<file path="src/rtl/core_pkg.sv">
//####################
// shared widths, encodings and structs of the rv32i subset core
// word accesses only, no trap or csr support
// addr bit REGBUS_SEL_BIT set selects the register bus
//####################
`default_nettype none

package core_pkg;

  localparam int XLEN           = 32;
  localparam int REG_AW         = 5;
  localparam int IRAM_AW        = 8;
  localparam int DRAM_AW        = 8;
  localparam int REGBUS_SEL_BIT = 31;

  // major opcodes of the supported subset
  typedef enum logic [6:0] {
    OPC_LUI    = 7'b0110111,
    OPC_IMM    = 7'b0010011,
    OPC_REG    = 7'b0110011,
    OPC_BRANCH = 7'b1100011,
    OPC_LOAD   = 7'b0000011,
    OPC_STORE  = 7'b0100011
  } opcode_t;

  typedef enum logic [2:0] {
    ALU_ADD,
    ALU_SUB,
    ALU_SLT,
    ALU_XOR,
    ALU_OR,
    ALU_AND,
    ALU_PASS_B
  } alu_op_t;

  typedef enum logic [2:0] {
    ST_IDLE,
    ST_FETCH,
    ST_EXEC,
    ST_MEM,
    ST_HALT
  } seq_state_t;

  typedef struct packed {
    logic [REG_AW-1:0] rd;
    logic [REG_AW-1:0] rs1;
    logic [REG_AW-1:0] rs2;
    logic [XLEN-1:0]   imm;
    alu_op_t           alu_op;
    logic              use_imm;
    logic              reg_we;
    logic              is_load;
    logic              is_store;
    logic              is_branch;
    logic              br_ne;
    logic              illegal;
  } dec_t;

  typedef struct packed {
    logic            we;
    logic            re;
    logic [XLEN-1:0] addr;
    logic [XLEN-1:0] wdata;
  } mem_req_t;

  // same layout as mem_req_t, this one leaves the core
  typedef struct packed {
    logic            we;
    logic            re;
    logic [XLEN-1:0] addr;
    logic [XLEN-1:0] wdata;
  } reg_bus_t;

endpackage

`default_nettype wire

</file>
<file path="src/rtl/regfile.sv">
//####################
// 32 x 32 register file, x0 reads zero
// reads are combinational, write on clk edge
//####################
`timescale 1ns/10ps
`default_nettype none

module regfile import core_pkg::*; (
  input  logic              clk,
  input  logic              rst_n,
  input  logic [REG_AW-1:0] i_rs1,
  input  logic [REG_AW-1:0] i_rs2,
  input  logic [REG_AW-1:0] i_rd,
  input  logic              i_we,
  input  logic [XLEN-1:0]   i_wdata,
  output logic [XLEN-1:0]   o_rs1_data,
  output logic [XLEN-1:0]   o_rs2_data
);

  // no storage behind x0
  logic [XLEN-1:0] regs [1:2**REG_AW-1];

  always_ff @(posedge clk or negedge rst_n) begin
    if (!rst_n) begin
      for (int i = 1; i < 2**REG_AW; i++) begin
        regs[i] <= '0;
      end
    end else if (i_we && (i_rd != '0)) begin
      regs[i_rd] <= i_wdata;
    end
  end

  assign o_rs1_data = (i_rs1 == '0) ? '0 : regs[i_rs1];
  assign o_rs2_data = (i_rs2 == '0) ? '0 : regs[i_rs2];

endmodule

`default_nettype wire

</file>
<file path="config.mk">
export PLATFORM = sky130hd
export DESIGN_NAME = regfile
export DESIGN_NICKNAME = d
export VERILOG_FILES = /design/src/rtl/core_pkg.sv /design/src/rtl/regfile.sv
export SDC_FILE = /design/constraint.sdc
export NUM_CORES = 2
export LEC_CHECK = 0
export ABC_AREA = 1
export BUFFER_PORTS_ARGS = -buffer_cell sky130_fd_sc_hd__buf_4
export CORE_MARGIN = 5
export CORE_UTILIZATION = 45
export DETAILED_ROUTE_END_ITERATION = 10
export PLACE_DENSITY = 0.56
export RECOVER_POWER = 100
export SLEW_MARGIN = 20
export SYNTH_ARGS = -nofsm -noshare
export SYNTH_HDL_FRONTEND = slang
export SYNTH_SLANG_ARGS = --single-unit
</file>
<file path="constraint.sdc">
create_clock -name clk -period 3.2 [get_ports clk]
set_input_delay 0.48 -clock clk [delete_from_list [all_inputs] [get_ports clk]]
set_output_delay 0.48 -clock clk [all_outputs]
set_load 0.02 [all_outputs]
</file>
### Word level (Yosys, flattened, before mapping)

Index checks and enable logic that the tools add are counted.

| word-level totals | value |
|---|---|
| register bits after elaboration | 992 |
| output and inout port bits | 64 |
| logic and storage cells | 54 |

| cells by class | value |
|---|---|
| bitwise logic cells | 3 |
| order comparisons | 4 |
| reduce and logical (&&, ||, !) cells | 5 |
| multiplexer cells | 11 |

Operators with widths:

| kind | count |
|---|---|
| $bwmux 992 | 1 |
| $bmux 32 s5 | 2 |
| $mux 32 | 7 |
| $demux 32 s5 | 1 |
| $ge 6x6->1 const B | 3 |
| $not 5->6 | 3 |
| $logic_not 5->1 | 2 |
| $lt 6x1->1 const B | 1 |
| $reduce_bool 5->1 | 1 |
| $logic_and 1x1->1 | 2 |

### Depth between registers and ports, before layout

| depth | value |
|---|---|
| depth in word-level cells | 6 |
| gate-level depth with buffers | 14 |
| depth with buffers taken out | 11 |

### Least setup slack after synthesis

No wires, ideal clock.

| timing path | value |
|---|---|
| path type | input -> output |
| from | in i_rs1[0] |
| to | out o_rs1_data[5] |
| path slack | 895 ps |
| data arrival time | 1,825 ps |
| path buffers | 3 |
| required time | 2,720 ps |
| stages | 12 |
| cell sequence | buf_2 inv_2 clkbuf_1 clkbuf_1 nand2_1 nand2_1 nand2_1 nand3_1 nand3_1 nand2_1 nand2_1 nand2_1 |

| on the way | value |
|---|---|
| cells in the longest elaborated chain, start to end | 5 |

Ends and longest elaborated chain:

| item | line | text |
|---|---|---|
| start: declaration | regfile.sv:11 | `input logic [REG_AW-1:0] i_rs1,` |
| $not 5->6 (implied by the code) | regfile.sv:33 | `assign o_rs1_data = (i_rs1 == '0) ? '0 : regs[i_rs1];` |
| $bmux 32 s5 | regfile.sv:33 |  |
| $mux 32 (implied by the code) (2 in a row) | regfile.sv:33 |  |
| $mux 32 * | regfile.sv:33 |  |
| end: declaration | regfile.sv:16 | `output logic [XLEN-1:0] o_rs1_data,` |

Mark *: on every way between the ends. The rest lies on a longest branch, timed or not. The select of a mux whose other input is x is not followed.

### Worst setup path after layout

| timing path | value |
|---|---|
| from | in i_rs1[0] |
| to | out o_rs1_data[3] |

Same word-level chain as after synthesis.

==> key figures <==
Timing
  – Setup Skew: 0 ns
  – Fin crit share: 0.940
  – Fin. Hold Viols: 0
  – Slew Limit Headroom: -0.493
  – Fmax: 332 MHz
  – Max-slew violation count: 514
  – Worst Slack Setup Final: 0.192 ns
  – Setup violators final: 0
  – Minimum clock period: 3.01 ns
  – Setup TNS: 0 ns
  – Worst Tran Pin Value: 2.24 ns
  – Unrepaired setup endpoints after global routing: false

Die
  – Starting Density: 0.452
  – Die W: 370 um
  – Core Area: 129000 um2
  – Die Y: 370 um
  – I/O pin total: 114
  – Die area: 137000 um2
  – Rows: 132

Final layout
  – Fillcell total: 13300
  – Reg with most FFs: regs
  – Share of cells above drive strength 1: 0.0562
  – Area growth, synth to finish: 12.1%
  – Regs by FF count: regs (992)
  – Max reg flops: 992
  – Reg area: 24800 um2
  – Final nets: 9097
  – Area of the multi-input gates: 27900 um2

Worst hold path
  – Hold Crit Start: i_wdata[15]
  – Min-delay worst type: input port to flop
  – Hold Crit Endpoint: regs[143]
  – Hold Path Cell Cnt: 3

Pwr
  – Worst vdd ir: 0.427 mV
  – PD cells: 602 nW/um2
  – Pleak: 34.8 nW

CTS
  – CTS Buffer Depth: 3
  – Root buffer cell: clkbuf_16
  – TritonCTS Buffers: 118
  – Clock sinks: 992
  – Clock slew at reported path FFs: 0.06 ns
  – Worst-Skew Late Latency: 0.74 ns
  – H-tree Lvls: 3
  – CTS tree: done

Critical path
  – Critical Path Source: i_rs1[0]
  – Worst path max stage delay: 0.48 ns
  – Startpoint types: input port
  – CP max stage cell: buf_6
  – Most frequent CP cell: nand2_1
  – Cell count along the critical path: 11
  – Crit path max fanout: 56
  – Worst Path Required: 2.72 ns
  – Launching point of the worst reg2reg path: regs[742]
  – Reg2reg setup slack: 2.38 ns
  – Crit end category: output pin
  – CP cell instances: buf_8, buf_6, nor2_4, buf_4, a21oi_1, nand3_1, nand3_1, nand2_1, nand2_1, nand2_1, buf_4
  – Cells on worst reg2reg path: 2
  – CP Class: input port to output pin
  – CP arrival: 2.53 ns
  – Critical R2R Capture: regs[742]
  – Family with the most delay on the worst path: buffers and inverters
  – Crit path buffers/inverters: 4

GRT
  – Vias in the first global route: 56100
  – GR Overflow Total: 0
  – Largest net degree at the start of global routing: 129
  – Number of antenna violations at the first check in global routing: 15
  – First-pass GRT wire length: 374 mm
  – Total GRT Usage: 0.362

Detailed routing
  – Routed vias/inst: 5.55
  – Residual DRC: 0
  – Avg WL per Cell: 23.2 um
  – Starting DRT DRC Count: 7564
  – WL final: 253 mm
  – Drt first pass iters: 7
  – Final ANT Viol Nets: 0
  – Routed via count: 60500

Logic synthesis
  – Netlist cell types: 15
  – Synth top area cells: dfrtp_1 42%, nand2_1 29%, nand3_1 9.9%
  – Flops & latches, synth: 992
  – Ys async rst share: 1.00
  – Syn Area/Cell: 6.32 um2
  – Yosys synthesis warning count: 0
  – Synth Instances: 9244
  – Number of synthesized flops with an enable pin: 0
  – Yosys top cell area share: 0.425
  – Net Count, Synth: 9294
  – Largest area contributor in the netlist: dfrtp_1
  – Synth top cells by count: 4578 x nand2_1, 1156 x nand3_1, 992 x dfrtp_1
  – Mapped Area: 58500 um2
  – Post-synthesis sequential area ratio: 0.425
  – Post-synth top flop: dfrtp_1
  – Most frequent cell after synthesis: nand2_1

Flow run
  – Max-cap violations: 22

Place
  – Number of I/O port buffers: 113
  – Post-Place Setup Slack: 0.344 ns
  – Hpwl dp: 143 mm
  – Routability cong.: 0.887

Run status
  – Violated checks: capacitance limit, slew limit
  – Status: finished with violations
[report_power, final]
| part | switching (mW) | internal, mW | leakage [nW] |
|---|---|---|---|
| combinational | 5.48 | 2.90 | 20.0 |
| sequential | 1.81 | 15.0 | 12.8 |
| clock | 5.81 | 8.49 | 2.03 |
[cell families after synthesis]
logic type | share of synthesized area
flip-flops | 0.425
AND/OR/NAND/NOR | 0.406
AO/OA/AOI/OAI | 0.0688
buffers and inverters | 0.100
[final cells by class]
class,instances,area share
multi-input combinational,6737,0.426
sequential,992,0.379
clock buffer,170,0.0533
inverter,859,0.0498
timing repair buffer,339,0.0496
tap,1742,0.0333
clock inverter,50,0.00876
antenna,8,0.000306
[worst register-to-register path: stages (launching register included)]
cell and delay, ns:
dfrtp_1 0.40, nand2_1 0.07, o21ai_0 0.13
[routing by layer]
layer | vias to the layer above | part of all wire | GRT usage
li1 | 28000 | - | -
met1 | 28700 | 0.43 | 0.510
met2 | 3146 | 0.43 | 0.556
met3 | 630 | 0.10 | 0.0678
met4 | 10 | 0.046 | 0.135
met5 | - | 0.00024 | 0
[how the worst max path moves through the flow]
stage	endpoint	slack, ns
after floorplan	o_rs1_data[5]	0.89
final	o_rs1_data[3]	0.19
after detailed placement	regs[644]	0.34
after global routing	regs[170]	0.13
after CTS	o_rs2_data[28]	0.41
after global placement	regs[644]	0.34
[repair_timing]
item	4_1_cts	5_1_grt
buffers inserted	0	0
endpoints found under the setup margin	0	0
hold buffers	1	0
endpoints found under the hold margin	36	0
gates resized for setup	0	0
[through the flow]
step                hold slack (ns)  power, mW  instances  cell area [um2]  utilization
detailed placement            0.438       25.3      10700            62200        0.481
global placement              0.433       25.1      10700            62200        0.481
floorplan                     0.184       22.2       9244            58500            -
global route                 0.0520       41.6      10900            65500        0.507
CTS                          0.0271       39.5      10900            66300        0.513
finish                       0.0661       39.4      10900            65500        0.507
[cells in the final DEF (no fill, tap or decap), drive strengths merged]
| cell type | Yosys | final |
|---|---|---|
| nor2 | 192 | 192 |
| nand3 | 1156 | 1156 |
| clkinv | 0 | 32 |
| nor3 | 7 | 7 |
| o21ai | 585 | 585 |
| clkinvlp | 0 | 2 |
| bufinv | 0 | 12 |
| nand2 | 4578 | 4578 |
| dfrtp | 992 | 992 |
| inv | 859 | 863 |
| dlymetal6s2s | 0 | 1 |
| clkbuf | 445 | 275 |
| buf | 211 | 232 |
| diode | 0 | 8 |
| a21oi | 219 | 219 |
| dlygate4sd3 | 0 | 1 |
(Power assumes the default switching activity.)
