$ cat config.mk
export PLATFORM = sky130hd
export DESIGN_NAME = alu
export DESIGN_NICKNAME = d
export VERILOG_FILES = /design/src/rtl/core_pkg.sv /design/src/rtl/alu.sv
export SDC_FILE = /design/constraint.sdc
export NUM_CORES = 1
export LEC_CHECK = 0
export BUFFER_PORTS_ARGS = -buffer_cell sky130_fd_sc_hd__buf_2
export CORE_ASPECT_RATIO = 1.5
export CORE_MARGIN = 1.5
export CORE_UTILIZATION = 65
export DETAILED_ROUTE_END_ITERATION = 6
export PLACE_DENSITY_LB_ADDON = 0.05
export SYNTH_ARGS = -nofsm -noshare
export SYNTH_HDL_FRONTEND = slang
export SYNTH_SLANG_ARGS = --single-unit
export TNS_END_PERCENT = 30
$ cat constraint.sdc
create_clock -name vclk -period 10.65
set_input_delay 1.5975 -clock vclk [all_inputs]
set_output_delay 1.5975 -clock vclk [all_outputs]
set_load 0.005 [all_outputs]
$ cat src/rtl/core_pkg.sv
//####################
// shared widths, encodings and structs of the rv32i subset core
// word accesses only, no trap or csr support
// addr bit REGBUS_SEL_BIT set selects the register bus
//####################
`default_nettype none

package core_pkg;

  localparam int XLEN           = 32;
  localparam int REG_AW         = 5;
  localparam int IRAM_AW        = 8;
  localparam int DRAM_AW        = 8;
  localparam int REGBUS_SEL_BIT = 31;

  // major opcodes of the supported subset
  typedef enum logic [6:0] {
    OPC_LUI    = 7'b0110111,
    OPC_IMM    = 7'b0010011,
    OPC_REG    = 7'b0110011,
    OPC_BRANCH = 7'b1100011,
    OPC_LOAD   = 7'b0000011,
    OPC_STORE  = 7'b0100011
  } opcode_t;

  typedef enum logic [2:0] {
    ALU_ADD,
    ALU_SUB,
    ALU_SLT,
    ALU_XOR,
    ALU_OR,
    ALU_AND,
    ALU_PASS_B
  } alu_op_t;

  typedef enum logic [2:0] {
    ST_IDLE,
    ST_FETCH,
    ST_EXEC,
    ST_MEM,
    ST_HALT
  } seq_state_t;

  typedef struct packed {
    logic [REG_AW-1:0] rd;
    logic [REG_AW-1:0] rs1;
    logic [REG_AW-1:0] rs2;
    logic [XLEN-1:0]   imm;
    alu_op_t           alu_op;
    logic              use_imm;
    logic              reg_we;
    logic              is_load;
    logic              is_store;
    logic              is_branch;
    logic              br_ne;
    logic              illegal;
  } dec_t;

  typedef struct packed {
    logic            we;
    logic            re;
    logic [XLEN-1:0] addr;
    logic [XLEN-1:0] wdata;
  } mem_req_t;

  // same layout as mem_req_t, this one leaves the core
  typedef struct packed {
    logic            we;
    logic            re;
    logic [XLEN-1:0] addr;
    logic [XLEN-1:0] wdata;
  } reg_bus_t;

endpackage

`default_nettype wire

$ cat src/rtl/alu.sv
//####################
// combinational alu, slt is signed
// o_equal compares the raw operands for beq/bne
//####################
`timescale 1ns/10ps
`default_nettype none

module alu import core_pkg::*; (
  input  alu_op_t         i_op,
  input  logic [XLEN-1:0] i_a,
  input  logic [XLEN-1:0] i_b,
  output logic [XLEN-1:0] o_result,
  output logic            o_equal
);

  logic lt;

  assign lt = $signed(i_a) < $signed(i_b);

  always_comb begin
    case (i_op)
      ALU_ADD:    o_result = i_a + i_b;
      ALU_SUB:    o_result = i_a - i_b;
      ALU_SLT:    o_result = {{(XLEN-1){1'b0}}, lt};
      ALU_XOR:    o_result = i_a ^ i_b;
      ALU_OR:     o_result = i_a | i_b;
      ALU_AND:    o_result = i_a & i_b;
      // lui just forwards the upper immediate
      ALU_PASS_B: o_result = i_b;
      default:    o_result = '0;
    endcase
  end

  assign o_equal = (i_a == i_b);

endmodule

`default_nettype wire

======== Word level (Yosys, flattened, before mapping) ========
Index checks and enable logic that the tools add are counted.
storage, ports and cells
  input port bits ......................... 67
  bits in read-only memories .............. 0
  memories kept ........................... 0
  output and inout port bits .............. 33
  register bits after elaboration ......... 0
  bits in writable memories ............... 0
  bits in latches ......................... 0
operators by class
  multipliers ............................. 0
  add/subtract/negate cells ............... 2
  muxes and demuxes ....................... 1
  reductions and logical operators ........ 1
  magnitude comparators ................... 1
  equality and inequality tests ........... 7
  shifts and indexed selects .............. 0
  divide/modulo/power cells ............... 0
  bitwise gates (word level) .............. 3
operator list
  operator            count
  $pmux 32 s7         1
  $add 32x32->32      1
  $and 32x32->32      1
  $eq 32x32->1        1
  $lt 32x32->1        1
  $or 32x32->32       1
  $sub 32x32->32      1
  $xor 32x32->32      1
  $eq 3x3->1 const B  3
  $eq 3x2->1 const B  2
  $eq 3x1->1 const B  1
  $logic_not 3->1     1

======== Logic depth before layout (Yosys ltp) ========
  word-level depth ........................ 2
  mapped depth ............................ 12
  depth with buffers taken out ............ 12

======== Least setup slack after synthesis ========
OpenSTA, ideal clock, no wires.
  path type ............................... input to output
  from .................................... input i_a[0]
  to ...................................... output o_result[22]
  setup slack ............................. 4.958 ns
  required time ........................... 9.053 ns
  arrival time ............................ 4.095 ns
  stages on the path ...................... 11
  path buffers ............................ 0
  cell sequence ........................... inv_1 ha_1 fa_1 o21ba_1 or4_4 and3_4 o221ai_4 a211o_4 a211oi_4 a221o_1 a221o_1
on the way
  word-level cells in the longest chain between the ends .. 2
ends and longest elaborated chain
  what                                              RTL line              source
  from (decl)                                       alu.sv:10             input logic [XLEN-1:0] i_a,
  $sub 32x32->32 or $add 32x32->32 (tied branches)  alu.sv:23, alu.sv:22
  $pmux 32 s7 *                                     alu.sv:21             case (i_op)
  to (decl)                                         alu.sv:12             output logic [XLEN-1:0] o_result,
Every way passes the cells marked *; elsewhere a longest branch is shown, timed or not.

======== Final worst setup path ========
  from .................................... input i_op[0]
  to ...................................... output o_result[28]
on the way
  word-level cells in the longest chain between the ends .. 2
ends and longest elaborated chain
  what                                      RTL line   source
  from (decl)                               alu.sv:9   input alu_op_t i_op,
  $eq 3x3->1, or another cell as far along  alu.sv:21
  $pmux 32 s7 *                             alu.sv:21
Marks and branches as above.

==> impl_metrics.env <==
export IMPL_drtIter0Drc=700
export IMPL_finalCritPeriodShare_pct=61.6
export IMPL_synthMuxAreaShare_pct=6.01
export IMPL_drt_pre_antenna_iters=6
export IMPL_crit_path_end_kind="output pin"
export IMPL_std_cell_rows=41
export IMPL_crit_chain="buf_2 -> clkinv_1 -> nor2_1 -> nand2_1 -> o21ai_0 -> nand2_1 -> a41o_1 -> mux2_1 -> o22ai_1 -> buf_2"
export IMPL_worst_setup_path_type="in -> out"
export IMPL_routabilityCongestion=0.979
export IMPL_synthSimpleGateAreaFrac_pct=18.6
export IMPL_status="finished clean"
export IMPL_yosysSeqAreaShare_pct=0
export IMPL_critical_path_arrival_ns=4.96
export IMPL_drtAntennaViolNets=0
export IMPL_grt_first_pass_wirelength_um=30400
export IMPL_fillers=768
export IMPL_rsz0062_at_grt="no"
export IMPL_place_hpwl_um=14200
export IMPL_cp_required_ns=9.05
export IMPL_cp_slowest_cell="nand2_1"
export IMPL_track_usage_pct=40.9
export IMPL_crit_end="o_result[28]"
export IMPL_syn_cell_area_um2=5560
export IMPL_drv_slew=0
export IMPL_synth_top_area_cell="ha_1"
export IMPL_grt_max_degree=44
export IMPL_worstMarginPinSlew_ns=1.43
export IMPL_yosysTopAreaCellShare_pct=22.9
export IMPL_hold_viol=0
export IMPL_synthToLayoutAreaGrowth_pct=8.16
export IMPL_dieArea_um2=9130
export IMPL_cts_hold_buf=0
export IMPL_portBuffers=100
export IMPL_synth_area_leaders="ha_1, a21oi_1, inv_1"
export IMPL_wl_per_cell_um=19.5
export IMPL_viasPerCell=6.96
export IMPL_cpPeakStageDelay_ns=0.67
export IMPL_clock_buffers=0
export IMPL_syn_num_nets=984
export IMPL_grt_overflow_total=0
export IMPL_grt_pass1_vias=6544
export IMPL_start_kind="input pin"
export IMPL_vias=6779
export IMPL_drc=0
export IMPL_die_x_um=78.5
export IMPL_min_delay_path_class="in -> out"
export IMPL_cp_startpoint="i_op[0]"
export IMPL_pin_count=100
export IMPL_syn_inst=813
export IMPL_final_net_count=1040
export IMPL_nFlopsAndLatches=0
export IMPL_tns_ns=0
export IMPL_synth_distinct_cells=79
export IMPL_fmax_mhz=152
export IMPL_coreArea_um2=8360
export IMPL_final_layout_size_suffix_gt1_share_pct=15.2
export IMPL_relSlewSlack_pct=4.21
export IMPL_fin_ws_ns=4.09
export IMPL_synth_top_family_by_area="compound AO/OA/AOI/OAI gates"
export IMPL_finalSetupViolCount=0
export IMPL_initial_core_util_pct=66.5
export IMPL_synth_xor_area_share_pct=1.89
export IMPL_irDropWorstVdd_uv=42.6
export IMPL_diodes=0
export IMPL_cp_max_fo=41
export IMPL_leakage_nw=2.96
export IMPL_regArea_um2=0
export IMPL_synth_avg_cell_area_um2=6.84
export IMPL_synth_most_common_cell="ha_1"
export IMPL_cap_violations=0
export IMPL_dp_slack_ns=4.31
export IMPL_post_cts_repair_setup_buffers=0
export IMPL_dieHeight_um=116
export IMPL_synthAdderAreaFrac_pct=23.7
export IMPL_yosys_warnings=0
export IMPL_synth_compound_gate_area_share_pct=39.6
export IMPL_period_needed_ns=6.56
export IMPL_power_density_nw_per_um2=55.3
export IMPL_synth_common_cells="ha_1, inv_1, a21oi_1"
export IMPL_antenna_found_initial=0
export IMPL_wirelength_um=19000
export IMPL_cts_resized_gates=0
-- stage by stage --
step                      instances  power (mW)  utilization, %  hold WS (ns)  cell area (um2)
final                           974       0.333            72.0          3.64             6020
after global routing            974       0.362            72.0          3.67             6020
after CTS                       974       0.324            72.0          3.64             6020
after detailed placement        974       0.322            72.0          3.64             6020
after global placement          974       0.315            72.0          3.63             6020
after floorplan                 813       0.229               -          3.38             5560
-- cells in the final DEF, fill, tap and decap left out, types with 5 or more instances in the layout --
| master | instances |
|---|---|
| ha_1 | 102 |
| buf_2 | 100 |
| inv_1 | 88 |
| a21oi_1 | 73 |
| nor2_1 | 64 |
| nand2_1 | 57 |
| o21ai_0 | 33 |
| a22oi_1 | 30 |
| mux2i_1 | 30 |
| nor3_1 | 23 |
| a21o_1 | 15 |
| nor4_1 | 13 |
| a22o_1 | 12 |
| o221ai_1 | 12 |
| a211oi_1 | 11 |
| o21bai_1 | 11 |
| o31ai_1 | 11 |
| xnor2_1 | 11 |
| nor2b_1 | 11 |
| o22ai_1 | 11 |
| o21ai_1 | 10 |
| a221o_1 | 9 |
| nand3_1 | 8 |
| a31oi_1 | 7 |
| or3_1 | 7 |
| o211ai_1 | 7 |
| nand4_1 | 6 |
| and2_1 | 6 |
| nand2b_1 | 6 |
| inv_2 | 5 |
| o2111ai_1 | 5 |
-- logic make-up (layout without fill, tap and decap cells) --
| kind of cell | after synthesis | count (layout) |
|---|---|---|
| AOI/OAI and AO/OA | 305 | 305 |
| and+or+nand+nor | 215 | 215 |
| buffers and inverters | 145 | 199 |
| adders and majority gates | 104 | 104 |
| muxes | 32 | 32 |
| xor gates and xnor gates | 12 | 12 |
-- metal layers --
| layer | wire (um) | track usage [%] | vias to the layer above |
|---|---|---|---|
| met4 | 1140 | 25.5 | 0 |
| met2 | 9540 | 75.2 | 427 |
| li1 | - | - | 3102 |
| met3 | 1530 | 6.17 | 120 |
| met5 | 0 | 0 | - |
| met1 | 6780 | 43.2 | 3130 |
-- worst min path at each step --
| stage | start | to | slack [ns] | depth (start not counted) |
|---|---|---|---|---|
| final | i_b[26] | o_result[26] | 3.64 | 6 |
| after global routing | i_b[26] | o_result[26] | 3.67 | 6 |
| after CTS | i_b[26] | o_result[26] | 3.64 | 6 |
| after detailed placement | i_b[26] | o_result[26] | 3.64 | 6 |
| after global placement | i_b[26] | o_result[26] | 3.63 | 6 |
| after floorplan | i_op[0] | o_result[31] | 3.38 | 2 |
-- worst max-delay path: cells and delay by family --
kind,cells,cell delay [ns]
muxes,1,0.29
AOI/OAI and AO/OA,3,0.69
and+or+nand+nor,3,1.36
buffers and inverters,3,1.01
-- final cells by class --
| class | count | area [um2] | share of cell area [%] |
|---|---|---|---|
| inverters | 95 | 357 | 5.93 |
| multi-input cells | 668 | 5000 | 83.0 |
| well taps | 107 | 134 | 2.22 |
| repair buffers | 104 | 531 | 8.82 |
-- power by group --
group          switching (mW)  total [mW]  internal (mW)
Sequential                  0           0              0
Clock                       0           0              0
Combinational           0.205       0.333          0.128
Power figures use the tool's default switching activity.
