### src/rtl/core_pkg.sv
//####################
// shared widths, encodings and structs of the rv32i subset core
// word accesses only, no trap or csr support
// addr bit REGBUS_SEL_BIT set selects the register bus
//####################
`default_nettype none

package core_pkg;

  localparam int XLEN           = 32;
  localparam int REG_AW         = 5;
  localparam int IRAM_AW        = 8;
  localparam int DRAM_AW        = 8;
  localparam int REGBUS_SEL_BIT = 31;

  // major opcodes of the supported subset
  typedef enum logic [6:0] {
    OPC_LUI    = 7'b0110111,
    OPC_IMM    = 7'b0010011,
    OPC_REG    = 7'b0110011,
    OPC_BRANCH = 7'b1100011,
    OPC_LOAD   = 7'b0000011,
    OPC_STORE  = 7'b0100011
  } opcode_t;

  typedef enum logic [2:0] {
    ALU_ADD,
    ALU_SUB,
    ALU_SLT,
    ALU_XOR,
    ALU_OR,
    ALU_AND,
    ALU_PASS_B
  } alu_op_t;

  typedef enum logic [2:0] {
    ST_IDLE,
    ST_FETCH,
    ST_EXEC,
    ST_MEM,
    ST_HALT
  } seq_state_t;

  typedef struct packed {
    logic [REG_AW-1:0] rd;
    logic [REG_AW-1:0] rs1;
    logic [REG_AW-1:0] rs2;
    logic [XLEN-1:0]   imm;
    alu_op_t           alu_op;
    logic              use_imm;
    logic              reg_we;
    logic              is_load;
    logic              is_store;
    logic              is_branch;
    logic              br_ne;
    logic              illegal;
  } dec_t;

  typedef struct packed {
    logic            we;
    logic            re;
    logic [XLEN-1:0] addr;
    logic [XLEN-1:0] wdata;
  } mem_req_t;

  // same layout as mem_req_t, this one leaves the core
  typedef struct packed {
    logic            we;
    logic            re;
    logic [XLEN-1:0] addr;
    logic [XLEN-1:0] wdata;
  } reg_bus_t;

endpackage

`default_nettype wire

### src/rtl/decoder.sv
//####################
// instruction decode for the supported subset
// anything outside LUI, OP-IMM, OP, BEQ/BNE, LW, SW sets illegal
//####################
`timescale 1ns/10ps
`default_nettype none

module decoder import core_pkg::*; (
  input  logic [XLEN-1:0] i_inst,
  output dec_t            o_dec
);

  opcode_t         opc;
  logic [2:0]      funct3;
  logic [6:0]      funct7;
  logic [XLEN-1:0] imm_i;
  logic [XLEN-1:0] imm_s;
  logic [XLEN-1:0] imm_b;
  logic [XLEN-1:0] imm_u;

  assign opc    = opcode_t'(i_inst[6:0]);
  assign funct3 = i_inst[14:12];
  assign funct7 = i_inst[31:25];

  assign imm_i = {{20{i_inst[31]}}, i_inst[31:20]};
  assign imm_s = {{20{i_inst[31]}}, i_inst[31:25], i_inst[11:7]};
  assign imm_b = {{19{i_inst[31]}}, i_inst[31], i_inst[7], i_inst[30:25], i_inst[11:8], 1'b0};
  assign imm_u = {i_inst[31:12], 12'b0};

  always_comb begin
    o_dec     = '0;
    o_dec.rd  = i_inst[11:7];
    o_dec.rs1 = i_inst[19:15];
    o_dec.rs2 = i_inst[24:20];
    case (opc)
      OPC_LUI: begin
        o_dec.imm     = imm_u;
        o_dec.alu_op  = ALU_PASS_B;
        o_dec.use_imm = 1'b1;
        o_dec.reg_we  = 1'b1;
      end
      OPC_IMM: begin
        o_dec.imm     = imm_i;
        o_dec.use_imm = 1'b1;
        o_dec.reg_we  = 1'b1;
        case (funct3)
          3'b000:  o_dec.alu_op = ALU_ADD;
          3'b010:  o_dec.alu_op = ALU_SLT;
          3'b100:  o_dec.alu_op = ALU_XOR;
          3'b110:  o_dec.alu_op = ALU_OR;
          3'b111:  o_dec.alu_op = ALU_AND;
          default: o_dec.illegal = 1'b1;
        endcase
      end
      OPC_REG: begin
        o_dec.reg_we = 1'b1;
        case ({funct7, funct3})
          {7'h00, 3'b000}: o_dec.alu_op = ALU_ADD;
          {7'h20, 3'b000}: o_dec.alu_op = ALU_SUB;
          {7'h00, 3'b010}: o_dec.alu_op = ALU_SLT;
          {7'h00, 3'b100}: o_dec.alu_op = ALU_XOR;
          {7'h00, 3'b110}: o_dec.alu_op = ALU_OR;
          {7'h00, 3'b111}: o_dec.alu_op = ALU_AND;
          default:         o_dec.illegal = 1'b1;
        endcase
      end
      OPC_BRANCH: begin
        // beq is funct3 000, bne is 001
        o_dec.imm       = imm_b;
        o_dec.is_branch = 1'b1;
        o_dec.br_ne     = funct3[0];
        o_dec.illegal   = (funct3[2:1] != 2'b00);
      end
      OPC_LOAD: begin
        o_dec.imm     = imm_i;
        o_dec.use_imm = 1'b1;
        o_dec.reg_we  = 1'b1;
        o_dec.is_load = 1'b1;
        o_dec.illegal = (funct3 != 3'b010);
      end
      OPC_STORE: begin
        o_dec.imm      = imm_s;
        o_dec.use_imm  = 1'b1;
        o_dec.is_store = 1'b1;
        o_dec.illegal  = (funct3 != 3'b010);
      end
      default: o_dec.illegal = 1'b1;
    endcase
  end

endmodule

`default_nettype wire

### config.mk
export PLATFORM = sky130hd
export DESIGN_NAME = decoder
export DESIGN_NICKNAME = d
export VERILOG_FILES = /design/src/rtl/core_pkg.sv /design/src/rtl/decoder.sv
export SDC_FILE = /design/constraint.sdc
export NUM_CORES = 1
export LEC_CHECK = 0
export BUFFER_PORTS_ARGS = -buffer_cell sky130_fd_sc_hd__buf_2
export CAP_MARGIN = 20
export CORE_ASPECT_RATIO = 1.5
export CORE_MARGIN = 4
export CORE_UTILIZATION = 34
export DETAILED_ROUTE_END_ITERATION = 16
export PLACE_DENSITY = 0.85
export SLEW_MARGIN = 10
export SYNTH_ARGS = -nofsm -noshare
export SYNTH_HDL_FRONTEND = slang
export SYNTH_SLANG_ARGS = --single-unit
export TNS_END_PERCENT = 20
### constraint.sdc
create_clock -name vclk -period 2.2
set_input_delay 0.11 -clock vclk [all_inputs]
set_output_delay 0.11 -clock vclk [all_outputs]
set_load 0.02 [all_outputs]
### After elaboration in Yosys (flattened, before gate mapping)

Index checks and enable logic that the tools add are counted.

* register bits after elaboration: 0
* latch bits: 0
* memory bits (writable): 0
* bits in read-only memories: 0
* input port bits: 32
* logic and storage cells: 37
* memories kept: 0

* add/sub/neg operators: 0
* multipliers: 0
* div/mod/pow operators: 0
* order comparisons: 0
* equality and inequality tests: 16
* shift operators: 0
* mux-type cells: 12
* bitwise operators: 0
* reduce and logical (&&, ||, !) cells: 9

Operators by type and width (count)
* one-hot mux 32 bit (4 select lines): 1
* == test 10 x 3 -> 1 bit, second input constant: 3
* == test 7 x 6 -> 1 bit, second input constant: 3
* one-hot mux 3 bit (5 select lines): 1
* one-hot mux 3 bit (4 select lines): 1
* == test 10 x 2 -> 1 bit, second input constant: 1
* == test 10 x 9 -> 1 bit, second input constant: 1
* zero test 10 bit: 1
* == test 3 bit, second input constant: 3
* one-hot mux 3 bit (3 select lines): 1
* OR reduction 4 bit: 2
* == test 7 x 2 -> 1 bit, second input constant: 1
* == test 7 x 5 -> 1 bit, second input constant: 1
* == test 7 bit, second input constant: 1
* two-way mux 1 bit: 6
* OR reduction 6 bit: 1
* one-hot mux 1 bit (5 select lines): 1
* OR reduction 5 bit: 1
* OR reduction 2 bit: 2
* == test 3 x 2 -> 1 bit, second input constant: 1
* zero test 3 bit: 1
* inequality test 3 x 2 -> 1 bit, second input constant: 1
* two-way mux 2 bit: 1
* nonzero test 2 bit: 1

### Depth between registers and ports, before layout

* depth after elaboration: 4
* gate-level depth with buffers: 6

### Worst setup path before layout

OpenSTA, ideal clock, no wires.

* path type: input to output
* start: input i_inst[3]
* end: output o_dec[8] in the netlist's numbering
* arrival time: 1389 ps
* required time: 2090 ps
* path slack: 701 ps
* stages on the path: 4
* buffers on the path: 0
* cells stage by stage: nand3b_1 -> nor3_1 -> nand3_1 -> o31ai_1

RTL lines
* start, declared: line decoder.sv:9 `input logic [XLEN-1:0] i_inst,`
* end, declared: line decoder.sv:10 `output dec_t o_dec`

==> run summary <==
Outcome -> finished clean
Final setup TNS -> 0 ns
Unrepaired setup endpoints after global routing -> false
Post-Syn Area -> 701 um^2
Power Total -> 0.000142 W
Final setup vio count -> 0
Yosys top cell by area -> a21o_1
Post-CTS Resized -> 0
Crit-path max FO -> 6
Post-synthesis mux area share -> 0
Port bufs -> 89
Wire length of the first global-routing pass -> 3.82 mm
# hold bufs at CTS -> 0
Compound-Gate Fraction of Synth Area -> 0.427
Largest net degree at the start of global routing -> 20
Core ar. -> 0.00190 mm^2
Final Routed Wirelength -> 2.54 mm
Finished layout cell area -> 0.00105 mm^2
Clock buffer count -> 0
Worst min-delay path class -> in2out
Nets -> 205
Row count -> 19
Largest family of logic cells by synthesized area -> compound AO/OA/AOI/OAI gates
Minimum clock period -> 1.70 ns
Worst-Margin Slew -> 0.613 ns
Initial antenna violation count -> 0
Remaining DRCs -> 0
Max Slew Vio Count -> 0
Initial drt markers -> 16
Via count -> 1,025
CP startpoint kind -> input pin
Synth unique cells -> 35
Peak VDD IR -> 0.0742 mV
Maxcap violations -> 0
GPL Wtd Cong -> 0.793
Final hold vios -> 0
Relative slew slack -> 0.588
Crit Path Category -> in2out
Achievable frequency -> 0.589 GHz
Mean area per synthesized cell -> 6.94 um^2
Vias per Instance -> 5.34
DIE WIDTH -> 45.1 um
Sequential element share of the synthesized area -> 0
Post-Place Cells -> 192
Hold path cells -> 2
FF+latch area -> 0 um^2
Antenna Diode Count -> 0
Int Pwr -> 0.0000553 W
IO Pins -> 89
Non-filler cells, final -> 192
Wire per inst -> 13.2 um
Cells after Synth -> 101
Most frequent cell after synthesis -> a21o_1
Synth Area in XOR/XNOR -> 0.0250
Starting Density -> 0.368
Sw Ratio -> 0.610
Clock power share -> 0
Simple-Gate Fraction of Synth Area -> 0.329
Synth-to-layout area growth -> 49.3%
Critical Path RT -> 2.09 ns
Pwr dens -> 136 mW/mm^2
Remaining antenna violation count -> 0
Die area -> 0.00287 mm^2
Fin crit share -> 0.772
Share of the synthesized area in the top cell type -> 0.204
Synth Area in Adders -> 0
Synth area leaders -> a21o_1 (20%), buf_4 (16%), a22o_1 (6.3%), and2_1 (6.3%), nand2_1 (3.8%)
Chip Height -> 63.6 um
# Post-CTS Setup Buffers -> 0
Layout cells sized above 1 -> 0.561
Dpl hpwl -> 2.17 mm
LEAKAGE -> 0.792 nW
CP Capture Type -> primary output
GRT Util Overall -> 0.160
Grt total ovfl -> 0
Comb power frac -> 1.000
Vias in the first global route -> 935
Post-Syn Nets -> 133
CP arrival -> 1.59 ns
Yosys warns -> 0
Seq_cells -> 0
Area post-placement -> 0.00105 mm^2
NetSw -> 0.0000866 W
Share of power burned in registers -> 0
Synth top cells by count -> a21o_1 (19), buf_4 (15), and2_1 (7), nand2_1 (7)
Drt first pass iters -> 4
==> logic make-up after synthesis <==
logic type | Yosys count
AOI/OAI and AO/OA | 39
and+or+nand+nor | 37
buffers and inverters | 23
xor gates and xnor gates | 2
==> power groups by stage <==
stage          combinational, W  sequential, W  clock (W)
6_report               0.000142              0          0
5_1_grt                0.000154              0          0
4_1_cts                0.000142              0          0
3_5_place_dp           0.000142              0          0
3_3_place_gp           0.000139              0          0
2_1_floorplan         0.0000906              0          0
==> placed cells by master (no fill, tap or decap), types with 3 or more instances in the layout <==
cell type,instances
inv_1,3
buf_2,89
a22o_1,5
nor3_1,3
o21ai_0,5
and2_1,7
a21o_1,19
nor2_1,5
nand2_1,7
==> worst max-delay path, stage by stage <==
cell	delay [ns]
buf_2	0.10
nand3b_1	0.25
nor3_1	0.53
nand3_1	0.18
o31ai_1	0.22
buf_2	0.20
==> metrics by stage <==
stage / hold WS, ns / worst slack [ns] / utilization
6_report: 0.453 / 0.502 / 0.550
5_1_grt: 0.458 / 0.346 / 0.550
4_1_cts: 0.454 / 0.524 / 0.550
3_5_place_dp: 0.454 / 0.534 / 0.550
3_3_place_gp: 0.453 / 0.614 / 0.550
2_1_floorplan: 0.303 / 0.701 / -
==> layer usage <==
metal	vias up	track usage	wire length, um	part of all wire
met3	2	0.0171	299	0.12
met5	-	0	0	0
met2	61	0.330	1360	0.54
li1	498	-	-	-
met4	0	0.0183	10	0.0039
met1	464	0.160	866	0.34
==> area by class of cell <==
cell class / count / area (um^2)
fill: 184 / 856
inverter: 3 / 11.3
multi-input combinational: 78 / 556
tap: 21 / 26.3
timing repair buffer: 90 / 453
==> worst paths after layout <==
kind	startpoint	end	slack, ns
hold / removal	i_inst[17]	o_dec[49]	0.45
setup / recovery	i_inst[3]	o_dec[8]	0.50
Power figures use the tool's default switching activity.
