`config.mk`:
```
export PLATFORM = sky130hd
export DESIGN_NAME = core_seq
export DESIGN_NICKNAME = d
export VERILOG_FILES = /design/src/rtl/core_pkg.sv /design/src/rtl/core_seq.sv
export SDC_FILE = /design/constraint.sdc
export NUM_CORES = 1
export LEC_CHECK = 0
export ABC_AREA = 1
export BUFFER_PORTS_ARGS = -buffer_cell sky130_fd_sc_hd__buf_4
export CAP_MARGIN = 25
export CORE_MARGIN = 5
export CORE_UTILIZATION = 43
export CTS_CLUSTER_DIAMETER = 120
export CTS_CLUSTER_SIZE = 14
export DETAILED_ROUTE_END_ITERATION = 8
export GPL_TIMING_DRIVEN = 0
export PLACE_DENSITY = 0.85
export SYNTH_ARGS = -nofsm -noshare
export SYNTH_HDL_FRONTEND = slang
export SYNTH_SLANG_ARGS = --single-unit
export TNS_END_PERCENT = 5
```
`constraint.sdc`:
```
create_clock -name clk -period 2.6 [get_ports clk]
set_input_delay 0.13 -clock clk [delete_from_list [all_inputs] [get_ports clk]]
set_output_delay 0.13 -clock clk [all_outputs]
set_load 0.1 [all_outputs]
```
`src/rtl/core_pkg.sv`:
```
//####################
// shared widths, encodings and structs of the rv32i subset core
// word accesses only, no trap or csr support
// addr bit REGBUS_SEL_BIT set selects the register bus
//####################
`default_nettype none

package core_pkg;

  localparam int XLEN           = 32;
  localparam int REG_AW         = 5;
  localparam int IRAM_AW        = 8;
  localparam int DRAM_AW        = 8;
  localparam int REGBUS_SEL_BIT = 31;

  // major opcodes of the supported subset
  typedef enum logic [6:0] {
    OPC_LUI    = 7'b0110111,
    OPC_IMM    = 7'b0010011,
    OPC_REG    = 7'b0110011,
    OPC_BRANCH = 7'b1100011,
    OPC_LOAD   = 7'b0000011,
    OPC_STORE  = 7'b0100011
  } opcode_t;

  typedef enum logic [2:0] {
    ALU_ADD,
    ALU_SUB,
    ALU_SLT,
    ALU_XOR,
    ALU_OR,
    ALU_AND,
    ALU_PASS_B
  } alu_op_t;

  typedef enum logic [2:0] {
    ST_IDLE,
    ST_FETCH,
    ST_EXEC,
    ST_MEM,
    ST_HALT
  } seq_state_t;

  typedef struct packed {
    logic [REG_AW-1:0] rd;
    logic [REG_AW-1:0] rs1;
    logic [REG_AW-1:0] rs2;
    logic [XLEN-1:0]   imm;
    alu_op_t           alu_op;
    logic              use_imm;
    logic              reg_we;
    logic              is_load;
    logic              is_store;
    logic              is_branch;
    logic              br_ne;
    logic              illegal;
  } dec_t;

  typedef struct packed {
    logic            we;
    logic            re;
    logic [XLEN-1:0] addr;
    logic [XLEN-1:0] wdata;
  } mem_req_t;

  // same layout as mem_req_t, this one leaves the core
  typedef struct packed {
    logic            we;
    logic            re;
    logic [XLEN-1:0] addr;
    logic [XLEN-1:0] wdata;
  } reg_bus_t;

endpackage

`default_nettype wire

```
`src/rtl/core_seq.sv`:
```
//####################
// sequencer and pc, one instruction in flight
// 2 cycles per instruction, 3 for loads
// i_run only sampled in idle, illegal opcode halts until reset
//####################
`timescale 1ns/10ps
`default_nettype none

module core_seq import core_pkg::*; (
  input  logic              clk,
  input  logic              rst_n,
  input  logic              i_run,
  input  dec_t              i_dec,
  input  logic [XLEN-1:0]   i_alu_result,
  input  logic              i_alu_equal,
  input  logic [XLEN-1:0]   i_rs2_data,
  input  logic [XLEN-1:0]   i_load_data,
  output logic [XLEN-1:0]   o_pc,
  output logic [REG_AW-1:0] o_rd,
  output logic              o_rd_we,
  output logic [XLEN-1:0]   o_rd_wdata,
  output mem_req_t          o_req,
  output logic [XLEN-1:0]   o_alu_b,
  output logic              o_halted
);

  seq_state_t        state_q;
  logic [XLEN-1:0]   pc_q;
  logic [REG_AW-1:0] load_rd_q;
  logic              exec_ok;
  logic              in_mem;
  logic              br_taken;

  assign exec_ok  = (state_q == ST_EXEC) & ~i_dec.illegal;
  assign in_mem   = (state_q == ST_MEM);
  assign br_taken = i_dec.is_branch & (i_alu_equal ^ i_dec.br_ne);

  always_ff @(posedge clk or negedge rst_n) begin
    if (!rst_n) begin
      state_q <= ST_IDLE;
      pc_q    <= '0;
    end else begin
      case (state_q)
        ST_IDLE:  state_q <= i_run ? ST_FETCH : ST_IDLE;
        ST_FETCH: state_q <= ST_EXEC;
        ST_EXEC: begin
          if (i_dec.illegal) begin
            state_q <= ST_HALT;
          end else begin
            state_q <= i_dec.is_load ? ST_MEM : ST_FETCH;
            pc_q    <= br_taken ? pc_q + i_dec.imm : pc_q + 32'd4;
          end
        end
        ST_MEM:   state_q <= ST_FETCH;
        default:  state_q <= ST_HALT;
      endcase
    end
  end

  // load destination kept for the write in ST_MEM
  always_ff @(posedge clk) begin
    if (exec_ok && i_dec.is_load)
      load_rd_q <= i_dec.rd;
  end

  assign o_alu_b    = i_dec.use_imm ? i_dec.imm : i_rs2_data;
  assign o_rd       = in_mem ? load_rd_q : i_dec.rd;
  assign o_rd_we    = in_mem | (exec_ok & i_dec.reg_we & ~i_dec.is_load);
  assign o_rd_wdata = in_mem ? i_load_data : i_alu_result;

  assign o_req.we    = exec_ok & i_dec.is_store;
  assign o_req.re    = exec_ok & i_dec.is_load;
  assign o_req.addr  = i_alu_result;
  assign o_req.wdata = i_rs2_data;

  assign o_pc     = pc_q;
  assign o_halted = (state_q == ST_HALT);

endmodule

`default_nettype wire

```
* Word-level counts from Yosys, hierarchy flattened
Cells that the tools add are included.
Word-level totals: input bits 157, flip-flop bits (word level) 40
Operators by class: $add $sub $neg 2, equal/unequal tests 4, bitwise logic cells 10, reductions and logical operators 3, multiplexer cells 8
Operator list (count):
- 2-to-1 mux 32 bit | 3
- adder 32 x 3 -> 32 bit, second input constant | 1
- adder 32 bit | 1
- case mux 3 bit (4 select lines) | 1
- bitwise AND 1 bit | 6
- == test 3 x 2 -> 1 bit, second input constant | 2
- 2-to-1 mux 5 bit | 1
- == test 3 x 1 -> 1 bit, second input constant | 1
- == test 3 bit, second input constant | 1
- logical NOT 3 bit | 1
- 2-to-1 mux 3 bit | 1
- 2-to-1 mux 2 bit | 1
- NOT 1 bit | 2
- AND reduction 2 bit | 1
- logical AND 1 bit | 1
- 2-to-1 mux 1 bit | 1
- bitwise OR 1 bit | 1
- XOR 1 bit | 1

* Logic depth before layout (Yosys ltp)
Gate-level depths: netlist of run 1.
depth after elaboration 5, gate-level depth with buffers 14, depth with buffers taken out 14

* Worst setup path after synthesis of run 1
No wires, ideal clock.
path kind reg-to-output, start register state_q[0], end output o_rd_we, path buffers 1, arrival time 3.243 ns, cell stages (with the launch flop) 7, setup slack -0.773 ns, cell sequence dfrtp_1 > nor3_2 > inv_2 > nor2_4 > clkbuf_1 > nand2_1 > o21ai_0
On the way: longest elaborated chain between the ends 5
Ends and longest elaborated chain:
- from (decl) | line core_seq.sv:27 | seq_state_t state_q;
- from (signal assigned) | line core_seq.sv:44 | ST_IDLE: state_q <= i_run ? ST_FETCH : ST_IDLE;
- from (signal assigned) | line core_seq.sv:50 | state_q <= i_dec.is_load ? ST_MEM : ST_FETCH;
- == test 3 x 2 -> 1 bit | line core_seq.sv:34 | assign exec_ok = (state_q == ST_EXEC) & ~i_dec.illegal;
- bitwise AND 1 bit | line core_seq.sv:34
- bitwise AND 1 bit (2 in a row) | line core_seq.sv:68 | assign o_rd_we = in_mem | (exec_ok & i_dec.reg_we & ~i_dec.is_load);
- bitwise OR 1 bit * | line core_seq.sv:68
- to (decl) | line core_seq.sv:20 | output logic o_rd_we,
Every way passes the cells marked *; elsewhere a longest branch is shown, timed or not.

==> results.md, run 1 <==
* # placed instances at 1495
* Lkg Pwr at 4.94 nW
* Crit-path cells: nor3_2, inv_2, nor2_4, buf_2, buf_2, nand2_1, inv_1, buf_4
* Drt drc at 0
* Skew final at 10.9 ps
* CP Buf/Inv Count at 5
* Crit share post-route at 95.0%
* CTS max path bufs at 2
* Sequential share of the synthesized area at 16.6%
* Run status: finished clean
* Die Height at 130 µm
* Largest fanout on the critical path at 10
* Layout fillers at 1310
* Mapped Cells at 1004
* Worst hold path type: primary input to flop
* First-iteration detailed-routing DRC count at 522
* Critical path class: flop to primary output
* Pwr Density at 417 nW/µm²
* First-pass GRT wire length at 36900 µm
* Core footprint at 14000 µm²
* Finished Cell Area at 8930 µm²
* TritonRoute pass-1 iters at 5
* Simple-gate portion of the synthesized area at 36.9%
* Fmax at 0.405 GHz
* CP top delay family: buffers and inverters
* Total track usage at 27.4%
* XOR/XNOR Fraction of Synth Area at 1.56%
* Pin count of the biggest net entering global routing at 36
* Worst skew pair latency at 290 ps
* RSZ-0062 raised after global routing: no
* Initial antenna violation count at 0
* Rel. slew slack at 47.0%
* Routed Wire Length at 24300 µm
* Layout cells sized above 1 at 36.9%
* Final Hold Violating Endpoints at 0
* Slowest cell on crit path: dfrtp_1
* Vias in the first global route at 7430
* CTS H-Tree Depth at 2
* Distinct cells, synth at 37
* Remaining antenna violation count at 0
* TritonCTS clock tree: done
* Post-Layout Cell Count at 1504
* Worst-Margin Slew at 794 ps
* FF+latch area at 1030 µm²
* Max IR drop VDD at 0.240 mV
* FF+latch count, synth at 40
* Placed cell area at 8760 µm²
* Setup Fix Bufs, Post-CTS at 0
* Most frequent cells in the layout: buf_4, nand2_1, inv_1
* MaxCap Viol Count at 0
* Post-DP HPWL at 20900 µm
* Total number of vias at 7672
* Wire length per cell at 16.2 µm
* Arrival time at the worst endpoint at 2340 ps
* Post-synthesis compound-gate area fraction at 7.94%
* Die ar. at 16900 µm²
* Area share of the largest cell type after synthesis at 19.9%
* Starting density of the core at 44.3%
* Clock-pin slew of the registers on the worst-case setup and hold paths at 60 ps
* Mux contribution to synthesized area at 12.4%
* IO Port Bufs at 311
* Diodes inserted at 0
* Synth Area in Adders at 6.79%
* Min Tclk post-route at 2470 ps
* CP dominant cell by count: buf_2
* Final setup violation count at 0
* Fin. max-slew vios at 0
* CP Launch Type: flop
* Final Wtd Congestion at 0.984
* Multi-input logic area at 4060 µm²
* Layout Nets at 1513
* Row cnt at 43
* Crit-path max cell delay at 430 ps
* Ports at 326
* Mean post-synth cell area at 6.17 µm²
* Area growth from synthesis to layout at 44.3%
* CP Data Required Time at 2470 ps
* Num CTS Buffers at 5
* Die W at 130 µm
* CTS root buffer: clkbuf_16
* Top cells by area, synth: nand2_1, dfrtp_1, mux2_2
* Largest family of logic cells by synthesized area: simple AND/OR/NAND/NOR gates
* Critical Path Sink Type: primary output
* Mapped Area at 6190 µm²
* Drt via density at 5.10
* Total gr overflow at 0
* Commonest non-fill, non-tap cell in the layout: buf_4
* Mapped Nets at 1194
* Yosys top cell by area: nand2_1
* YS warnings at 0
* CTS Sinks at 40
* Post-layout util at 63.9%
==> path summary, 6_finish.rpt <==
check / slack, ps / cells after the start / from / to
min in group asynchronous: 340 / 2 / rst_n / o_pc[15]
setup reg to reg: 330 / 10 / o_pc[24] / o_pc[26]
max in group asynchronous: 1930 / 2 / rst_n / o_pc[31]
hold / removal: 30 / 1 / i_dec[55] / load_rd_q[3]
hold reg to reg: 520 / 2 / o_pc[0] / o_pc[0]
setup / recovery: 130 / 8 / state_q[0] / o_req[64]
==> where the power goes <==
group | total [mW] | switching [mW] | internal [mW] | leakage (nW)
Combinational | 2.29 | 1.66 | 0.628 | 4.38
Clock | 0.714 | 0.263 | 0.451 | 0.0798
Sequential | 0.719 | 0.0597 | 0.660 | 0.485
Total | 3.72 | 1.99 | 1.74 | 4.94
==> cell type report <==
class                   instances  share of cell area, %
inverters                     145                   6.12
repair buffers                312                   26.2
clock buffers                   5                   1.40
plain buffers                  83                   6.30
flip-flops and latches         40                   11.5
well taps                     180                   2.52
multi-input cells             736                   45.4
clock inverters                 3                  0.476
==> cells in the mapped netlist <==
cell type / instances
a22oi_1: 5
dfrtp_1: 35
buf_4: 64
nand2_2: 5
nand4_1: 8
nor2_4: 5
or2_0: 3
buf_1: 2
xnor2_1: 3
o21ai_1: 2
o21bai_1: 4
o211ai_1: 2
or2_2: 1
nand2_1: 328
nor3_4: 2
buf_2: 9
clkbuf_1: 8
nand3b_1: 9
nor2_1: 85
inv_1: 138
ha_1: 32
edfxtp_1: 5
nor2_2: 3
a21o_1: 1
inv_4: 1
inv_2: 6
xor2_1: 8
fa_1: 1
o21ai_0: 15
nand3_1: 68
a21oi_2: 2
a21oi_1: 49
a31oi_1: 5
nor3_2: 3
a211oi_1: 3
mux2_2: 68
nor3_1: 16
==> through the flow <==
stage               hold WS (ps)  total power, mW  TNS, ps  setup WS [ps]
finish                      30.9             3.72        0            130
global route                25.6             3.88        0           44.1
CTS                         27.0             3.72        0            133
detailed placement           120             3.01        0            401
global placement             114             2.99        0            406
floorplan                   -166             2.41    -20.8          -20.8
==> routing by layer <==
layer  vias up  track usage (%)  wire [µm]
li1       3789                -          -
met1      3433             32.4       8950
met2       387             49.1      12200
met3        63             4.63       2310
met4         0             11.1        933
met5         -                0          0
==> worst register-to-register path, stage by stage, from the launching register on <==
cell and delay [ps]:
dfrtp_1 490, ha_1 460, nand2_1 120, nor2_1 200, inv_1 90, nor3_1 230, nand3_1 180, nand4_1 110
nand3_1 130, nand2_1 110, nand2_1 50
==> repair_timing <==
action	CTS	global route
hold endpoints to repair	35	0
hold buffers	1	0
gates resized for setup	0	0
==> sequential cells by signal, summed over array words and instances (netlist names) <==
signal     count
load_rd_q      5
o_pc          32
state_q        3
==> logic make-up after synthesis <==
group                      count (synthesis)
AOI/OAI and AO/OA                         88
xor gates and xnor gates                  11
adders and majority gates                 33
buffers and inverters                    228
DFF                                       40
muxes                                     68
and+or+nand+nor                          536
(Power assumes the default switching activity.)
==> inputs of run 2 (changes only) <==
Settings changed: CORE_AREA from default to 5 5 123 125, CORE_MARGIN 5 to default, CORE_UTILIZATION 43 to default, CTS_BUF_LIST from default to sky130_fd_sc_hd__clkbuf_8 sky130_fd_sc_hd__clkbuf_16, DIE_AREA from default to 0 0 128 130, PLACE_DENSITY 0.85 to 0.88.
==> results.md, run 2 (synthesis gave the netlist of run 1 again) <==
* Total gr overflow at 0 (unchanged)
* Wire length per cell at 16.8 µm (+3.8%)
* Finished Cell Area at 8920 µm² (-0.13%)
* CP Launch Type: flop
* Final Wtd Congestion at 0.991 (+0.69%)
* First-iteration detailed-routing DRC count at 530 (+1.5%)
* Worst-Margin Slew at 790 ps (-4.73 ps)
* TritonCTS clock tree: done
* Remaining antenna violation count at 0 (unchanged)
* Min Tclk post-route at 2480 ps (+13.1 ps)
* Die Height at 130 µm (unchanged)
* Placed cell area at 8760 µm² (unchanged)
* Final setup margin at 117 ps (-13.1 ps)
* Rel. slew slack at 47.4% (+0.32 points)
* First-pass GRT wire length at 38100 µm (+3.3%)
* Routed Wire Length at 25200 µm (+3.7%)
* CP top delay family: buffers and inverters
* Crit-path max cell delay at 430 ps (about the same)
* Crit share post-route at 95.5% (+0.51 points)
* CTS Sinks at 40 (unchanged)
* Critical path class: flop to primary output
* Total track usage at 28.6% (+1.2 points)
* Lkg Pwr at 4.94 nW (about the same)
* CP Buf/Inv Count at 5 (unchanged)
* Ports at 326 (unchanged)
* Largest fanout on the critical path at 10 (unchanged)
* Die W at 128 µm (-1.5%)
* Critical Path Sink Type: primary output
* Drt drc at 0 (unchanged)
* RSZ-0062 raised after global routing: no
* Max reg flops at 32 (unchanged)
* Post-DP HPWL at 21400 µm (+2.3%)
* Layout Nets at 1513 (unchanged)
* Most frequent cells in the layout: buf_4, nand2_1, inv_1
* Post-layout util at 64.8% (+0.92 points)
* MaxCap Viol Count at 0 (unchanged)
* Run status: finished clean
* CTS H-Tree Depth at 2 (unchanged)
* Total number of vias at 7774 (+1.3%)
* Hold_ws at 23.1 ps (-7.78 ps)
* Max IR drop VDD at 0.222 mV (-7.7%)
* Post-Place Worst Slack at 417 ps (+15.9 ps)
* Arrival time at the worst endpoint at 2350 ps (about the same)
* Die ar. at 16600 µm² (-1.5%)
* Num CTS Buffers at 5 (unchanged)
* Drt via density at 5.17 (+1.4%)
* Power Total at 3.69 mW (-0.89%)
* Final setup violation count at 0 (unchanged)
* Pin count of the biggest net entering global routing at 36 (unchanged)
* Core footprint at 13800 µm² (-1.5%)
* Worst hold path type: primary input to flop
* Setup Fix Bufs, Post-CTS at 0 (unchanged)
* Diodes inserted at 0 (unchanged)
* Fin. max-slew vios at 0 (unchanged)
* Area growth from synthesis to layout at 44.1%
* Clock-pin slew of the registers on the worst-case setup and hold paths at 60 ps (about the same)
* Fmax at 0.403 GHz (-0.53%)
* Skew final at 4.03 ps (-6.90 ps)
* Critical path launch point: state_q[0]
* Commonest non-fill, non-tap cell in the layout: buf_4
* Starting density of the core at 45.0% (+0.69 points)
* TritonRoute pass-1 iters at 6 (+1)
* Crit-path cells: nor3_2, inv_2, nor2_4, buf_2, buf_2, nand2_1, inv_1, buf_6
* Pwr Density at 414 nW/µm² (-0.76%)
* Layout cells sized above 1 at 36.9% (-0.048 points)
* CTS root buffer: clkbuf_16
* Initial antenna violation count at 0 (unchanged)
* CP dominant cell by count: buf_2
* CTS max path bufs at 2 (unchanged)
* Worst skew pair latency at 290 ps (about the same)
* Vias in the first global route at 7644 (+2.9%)
* Row cnt at 43 (unchanged)
* CP Data Required Time at 2470 ps (about the same)
* Worst Hold Launch: i_dec[55]
* R2r startpoint: o_pc[0]
* Slowest cell on crit path: dfrtp_1
* Final Hold Violating Endpoints at 0 (unchanged)
* IO Port Bufs at 311 (unchanged)
[run 2: worst paths after layout]
kind                                      to  slack, ps  depth (start not counted)
worst max-delay path               o_req[64]        120                          8
worst min-delay path            load_rd_q[3]         20                          1
worst max register to register      o_pc[16]        330                         12
worst min register to register       o_pc[0]        520                          2
max in group asynchronous            o_pc[5]       1910                          2
min in group asynchronous           o_pc[16]        340                          2
[run 2: metal layers]
metal  vias to the layer above  global-route usage, %  wire (µm)
met5                         -                      0          0
met4                         0                   12.7       1100
met1                      3523                   32.7       9390
met2                       403                   52.2      12600
li1                       3782                      -          -
met3                        66                   4.91       2140
[run 2: through the flow]
stage          setup TNS [ps]  std cells
6_report                    0       1503
3_5_place_dp                0       1495
5_1_grt                     0       1503
4_1_cts                     0       1503
2_1_floorplan           -20.8       1004
3_3_place_gp                0       1495
[run 2: final cells by class]
| class | count | area, µm² |
|---|---|---|
| tap | 180 | 225 |
| timing repair buffer | 312 | 2350 |
| clock buffer | 7 | 153 |
| sequential | 40 | 1030 |
| multi-input combinational | 736 | 4060 |
| inverter | 145 | 547 |
| buffer | 83 | 563 |
| fill | 1294 | 4850 |
[run 2: power breakdown]
part,total [mW],internal (mW),switching (mW)
combinational,2.30,0.628,1.67
clock,0.668,0.404,0.264
sequential,0.721,0.660,0.0612
total,3.69,1.69,2.00
[run 2: what timing repair did]
| action | 4_1_cts | 5_1_grt |
|---|---|---|
| endpoints found under the setup margin | 0 | 1 |
| endpoints found under the hold margin | 35 | 0 |
| hold buffers | 1 | 0 |
| resized for setup | 0 | 1 |
==> inputs of run 3 (changes only) <==
Settings changed: ABC_AREA 1 to 0, CORE_AREA 5 5 123 125 to 5 5 122 124, DIE_AREA 0 0 128 130 to 0 0 127 129, PLACE_DENSITY 0.88 to 0.82.
==> results.md, run 3 <==
* Drt drc at 0 (unchanged)
* Distinct cells, synth at 74 (+100%)
* Total track usage at 27.0% (-1.6 points)
* Critical Path Sink Type: flop
* FF+latch count, synth at 40 (unchanged)
* Row cnt at 43 (unchanged)
* Core footprint at 13700 µm² (-0.78%)
* Top cells by area, synth: dfrtp_1, mux2_2, buf_4
* First-pass GRT wire length at 34600 µm (-9.1%)
* Skew final at 10.4 ps (+6.38 ps)
* Max Used Layer: met4
* Crit-path max cell delay at 480 ps (+50 ps)
* Diodes inserted at 0 (unchanged)
* Total number of vias at 6476 (-17%)
* Layout Nets at 1170 (-23%)
* First-iteration detailed-routing DRC count at 592 (+12%)
* Fmax at 0.366 GHz (-9.2%)
* Total negative slack at -376 ps (-376 ps)
* Remaining antenna violation count at 0 (unchanged)
* CTS Sinks at 40 (unchanged)
* Crit-path cells: ha_2, a21oi_1, o21ai_0, a31oi_1, inv_1, a41oi_4, mux2i_1, nand3_1, xor2_1
* Commonest non-fill, non-tap cell in the layout: buf_4
* Slowest cell on crit path: dfrtp_2
* Most frequent cells in the layout: buf_4, mux2_2, a21oi_1
* Mean post-synth cell area at 8.14 µm² (+32%)
* Most common cell in the netlist: mux2_2
* Final Wtd Congestion at 0.949 (-4.3%)
* Starting density of the core at 39.3% (-5.6 points)
* TritonCTS clock tree: done
* CTS max path bufs at 2 (unchanged)
* CTS root buffer: clkbuf_16
* Run status: complete, but fails checks
* Largest fanout on the critical path at 9 (-1)
* Worst-Margin Slew at 892 ps (+103 ps)
* Lkg Pwr at 3.81 nW (-23%)
* Mapped Nets at 850 (-29%)
* CP Launch Type: flop
* Total gr overflow at 0 (unchanged)
* Met3 routed WL at 2640 µm (+23%)
* Crit share post-route at 105% (+9.7 points)
* Num CTS Buffers at 5 (unchanged)
* Arrival time at the worst endpoint at 2920 ps (+570 ps)
* Routed Wire Length at 23800 µm (-5.6%)
* DR WL met2 at 11700 µm (-7.7%)
* Drt via density at 5.58 (+7.8%)
* Area share of the largest cell type after synthesis at 16.3% (-3.6 points)
* Final setup violation count at 5 (+5)
* IO Port Bufs at 311 (unchanged)
* Met1 WL at 8920 µm (-5.0%)
* CP Data Required Time at 2780 ps (+310 ps)
* Die W at 127 µm (-0.78%)
* Top post-synthesis cells by count: mux2_2, a21oi_1, buf_4, nand2_1, nor2_1
* Post-DP HPWL at 19700 µm (-7.8%)
* Final Hold Violating Endpoints at 0 (unchanged)
* CP Buf/Inv Count at 1 (-4)
* Asr flop ratio synth at 87.5% (unchanged)
* Mapped Area at 5370 µm² (-13%)
* Pin count of the biggest net entering global routing at 36 (unchanged)
* Violated checks: negative setup slack
* Max IR drop VDD at 0.660 mV (+200%)
* Die Height at 129 µm (-0.77%)
* YS warnings at 0 (unchanged)
* Final setup margin at -136 ps (-253 ps)
* Layout cells sized above 1 at 53.6% (+17 points)
* Area growth from synthesis to layout at 53.2%
* Pwr Density at 1020 nW/µm² (+150%)
* Clock-pin slew of the registers on the worst-case setup and hold paths at 70 ps (about the same)
* Hold_ws at 27.3 ps (+4.24 ps)
* Max reg flops at 32 (unchanged)
* # placed instances at 1151 (-23%)
* Ports at 326 (unchanged)
* Worst hold path type: primary input to flop
* CP top delay family: compound AO/OA/AOI/OAI gates
* Layout fillers at 1240 (-4.2%)
* Post-synth EDFFs at 5 (unchanged)
* Yosys top cell by area: dfrtp_1
* Fin. max-slew vios at 0 (unchanged)
* Critical path class: flop to flop
* TritonRoute pass-1 iters at 5 (-1)
* Main synth FF type: dfrtp_1
* RSZ-0062 raised after global routing: yes
* Die ar. at 16400 µm² (-1.5%)
* Mapped Cells at 660 (-34%)
* Min Tclk post-route at 2740 ps (+253 ps)
* Vias in the first global route at 6122 (-20%)
* Worst skew pair latency at 300 ps (about the same)
* CTS H-Tree Depth at 2 (unchanged)
* Initial antenna violation count at 0 (unchanged)
* Post-Place Worst Slack at -198 ps (-615 ps)
* Sequential share of the synthesized area at 19.1% (+2.5 points)
* Rel. slew slack at 40.5% (-6.8 points)
* Wire length per cell at 20.5 µm (+22%)
* Reg2reg setup slack at -140 ps (-470 ps)
* MaxCap Viol Count at 0 (unchanged)
* Post-Layout Cell Count at 1161 (-23%)
run 3: changes by cell type in the layout (fill, tap and decap cells not counted), sizes merged, moves of 7 or more:
cell    before  now
o21ai       17   43
xnor2        3   12
a21o         1    8
nor2        93   43
and2         0    9
nand2      333   54
inv        145   17
nand3       68   29
nand3b       9    0
and3         0    7
nand2b       0   10
a21oi       51   65
nor3        21   12
run 3: logic make-up after synthesis:
logic type	after synthesis	synth area share [%]
and+or+nand+nor	195	18.2
AOI/OAI and AO/OA	186	22.5
buffers and inverters	110	13.4
muxes	73	15.2
DFF	40	19.1
adders and majority gates	33	7.82
xor gates and xnor gates	23	3.75
run 3: final timing paths:
path,startpoint,endpoint,depth (start not counted)
setup / recovery,o_pc[16],o_pc[31],9
hold / removal,i_dec[53],load_rd_q[1],1
setup reg to reg,o_pc[16],o_pc[31],9
hold reg to reg,o_pc[31],o_pc[31],1
max in group asynchronous,rst_n,o_pc[11],2
min in group asynchronous,rst_n,o_pc[1],2
run 3: report_power, final:
part | internal (mW) | total [mW] | switching [mW]
Combinational | 1.86 | 6.45 | 4.59
Clock | 0.359 | 0.647 | 0.288
Sequential | 0.890 | 1.30 | 0.406
Total | 3.11 | 8.40 | 5.28
run 3: routing by layer:
metal / GRT usage (%) / vias up
met5: 0 / -
met4: 6.88 / 0
met1: 33.5 / 3040
met2: 46.0 / 373
li1: - / 3017
met3: 7.97 / 46
run 3: what timing repair did:
action                     CTS  global route
pin swaps                    2             5
setup endpoints to repair   30            36
resized for setup           12            15
hold buffers                 1             0
buffers inserted             0             2
cloned                       0             0
hold endpoints to repair    35             0
run 3: cell type report:
class | count | area [µm²] | share of cell area (%)
plain buffers | 93 | 663 | 8.05
multi-input cells | 510 | 3720 | 45.2
inverters | 16 | 60.1 | 0.729
flip-flops and latches | 40 | 1060 | 12.8
clock inverters | 3 | 22.5 | 0.274
clock buffers | 5 | 125 | 1.52
well taps | 180 | 225 | 2.74
repair buffers | 314 | 2360 | 28.7
run 3: per-stage QoR:
| stage | util [%] | total power, mW | area (µm²) |
|---|---|---|---|
| floorplan | - | 6.02 | 5420 |
| global placement | 58.4 | 7.46 | 7980 |
| detailed placement | 58.4 | 7.52 | 7980 |
| CTS | 59.9 | 8.25 | 8190 |
| global route | 60.2 | 8.79 | 8230 |
| finish | 60.2 | 8.40 | 8230 |
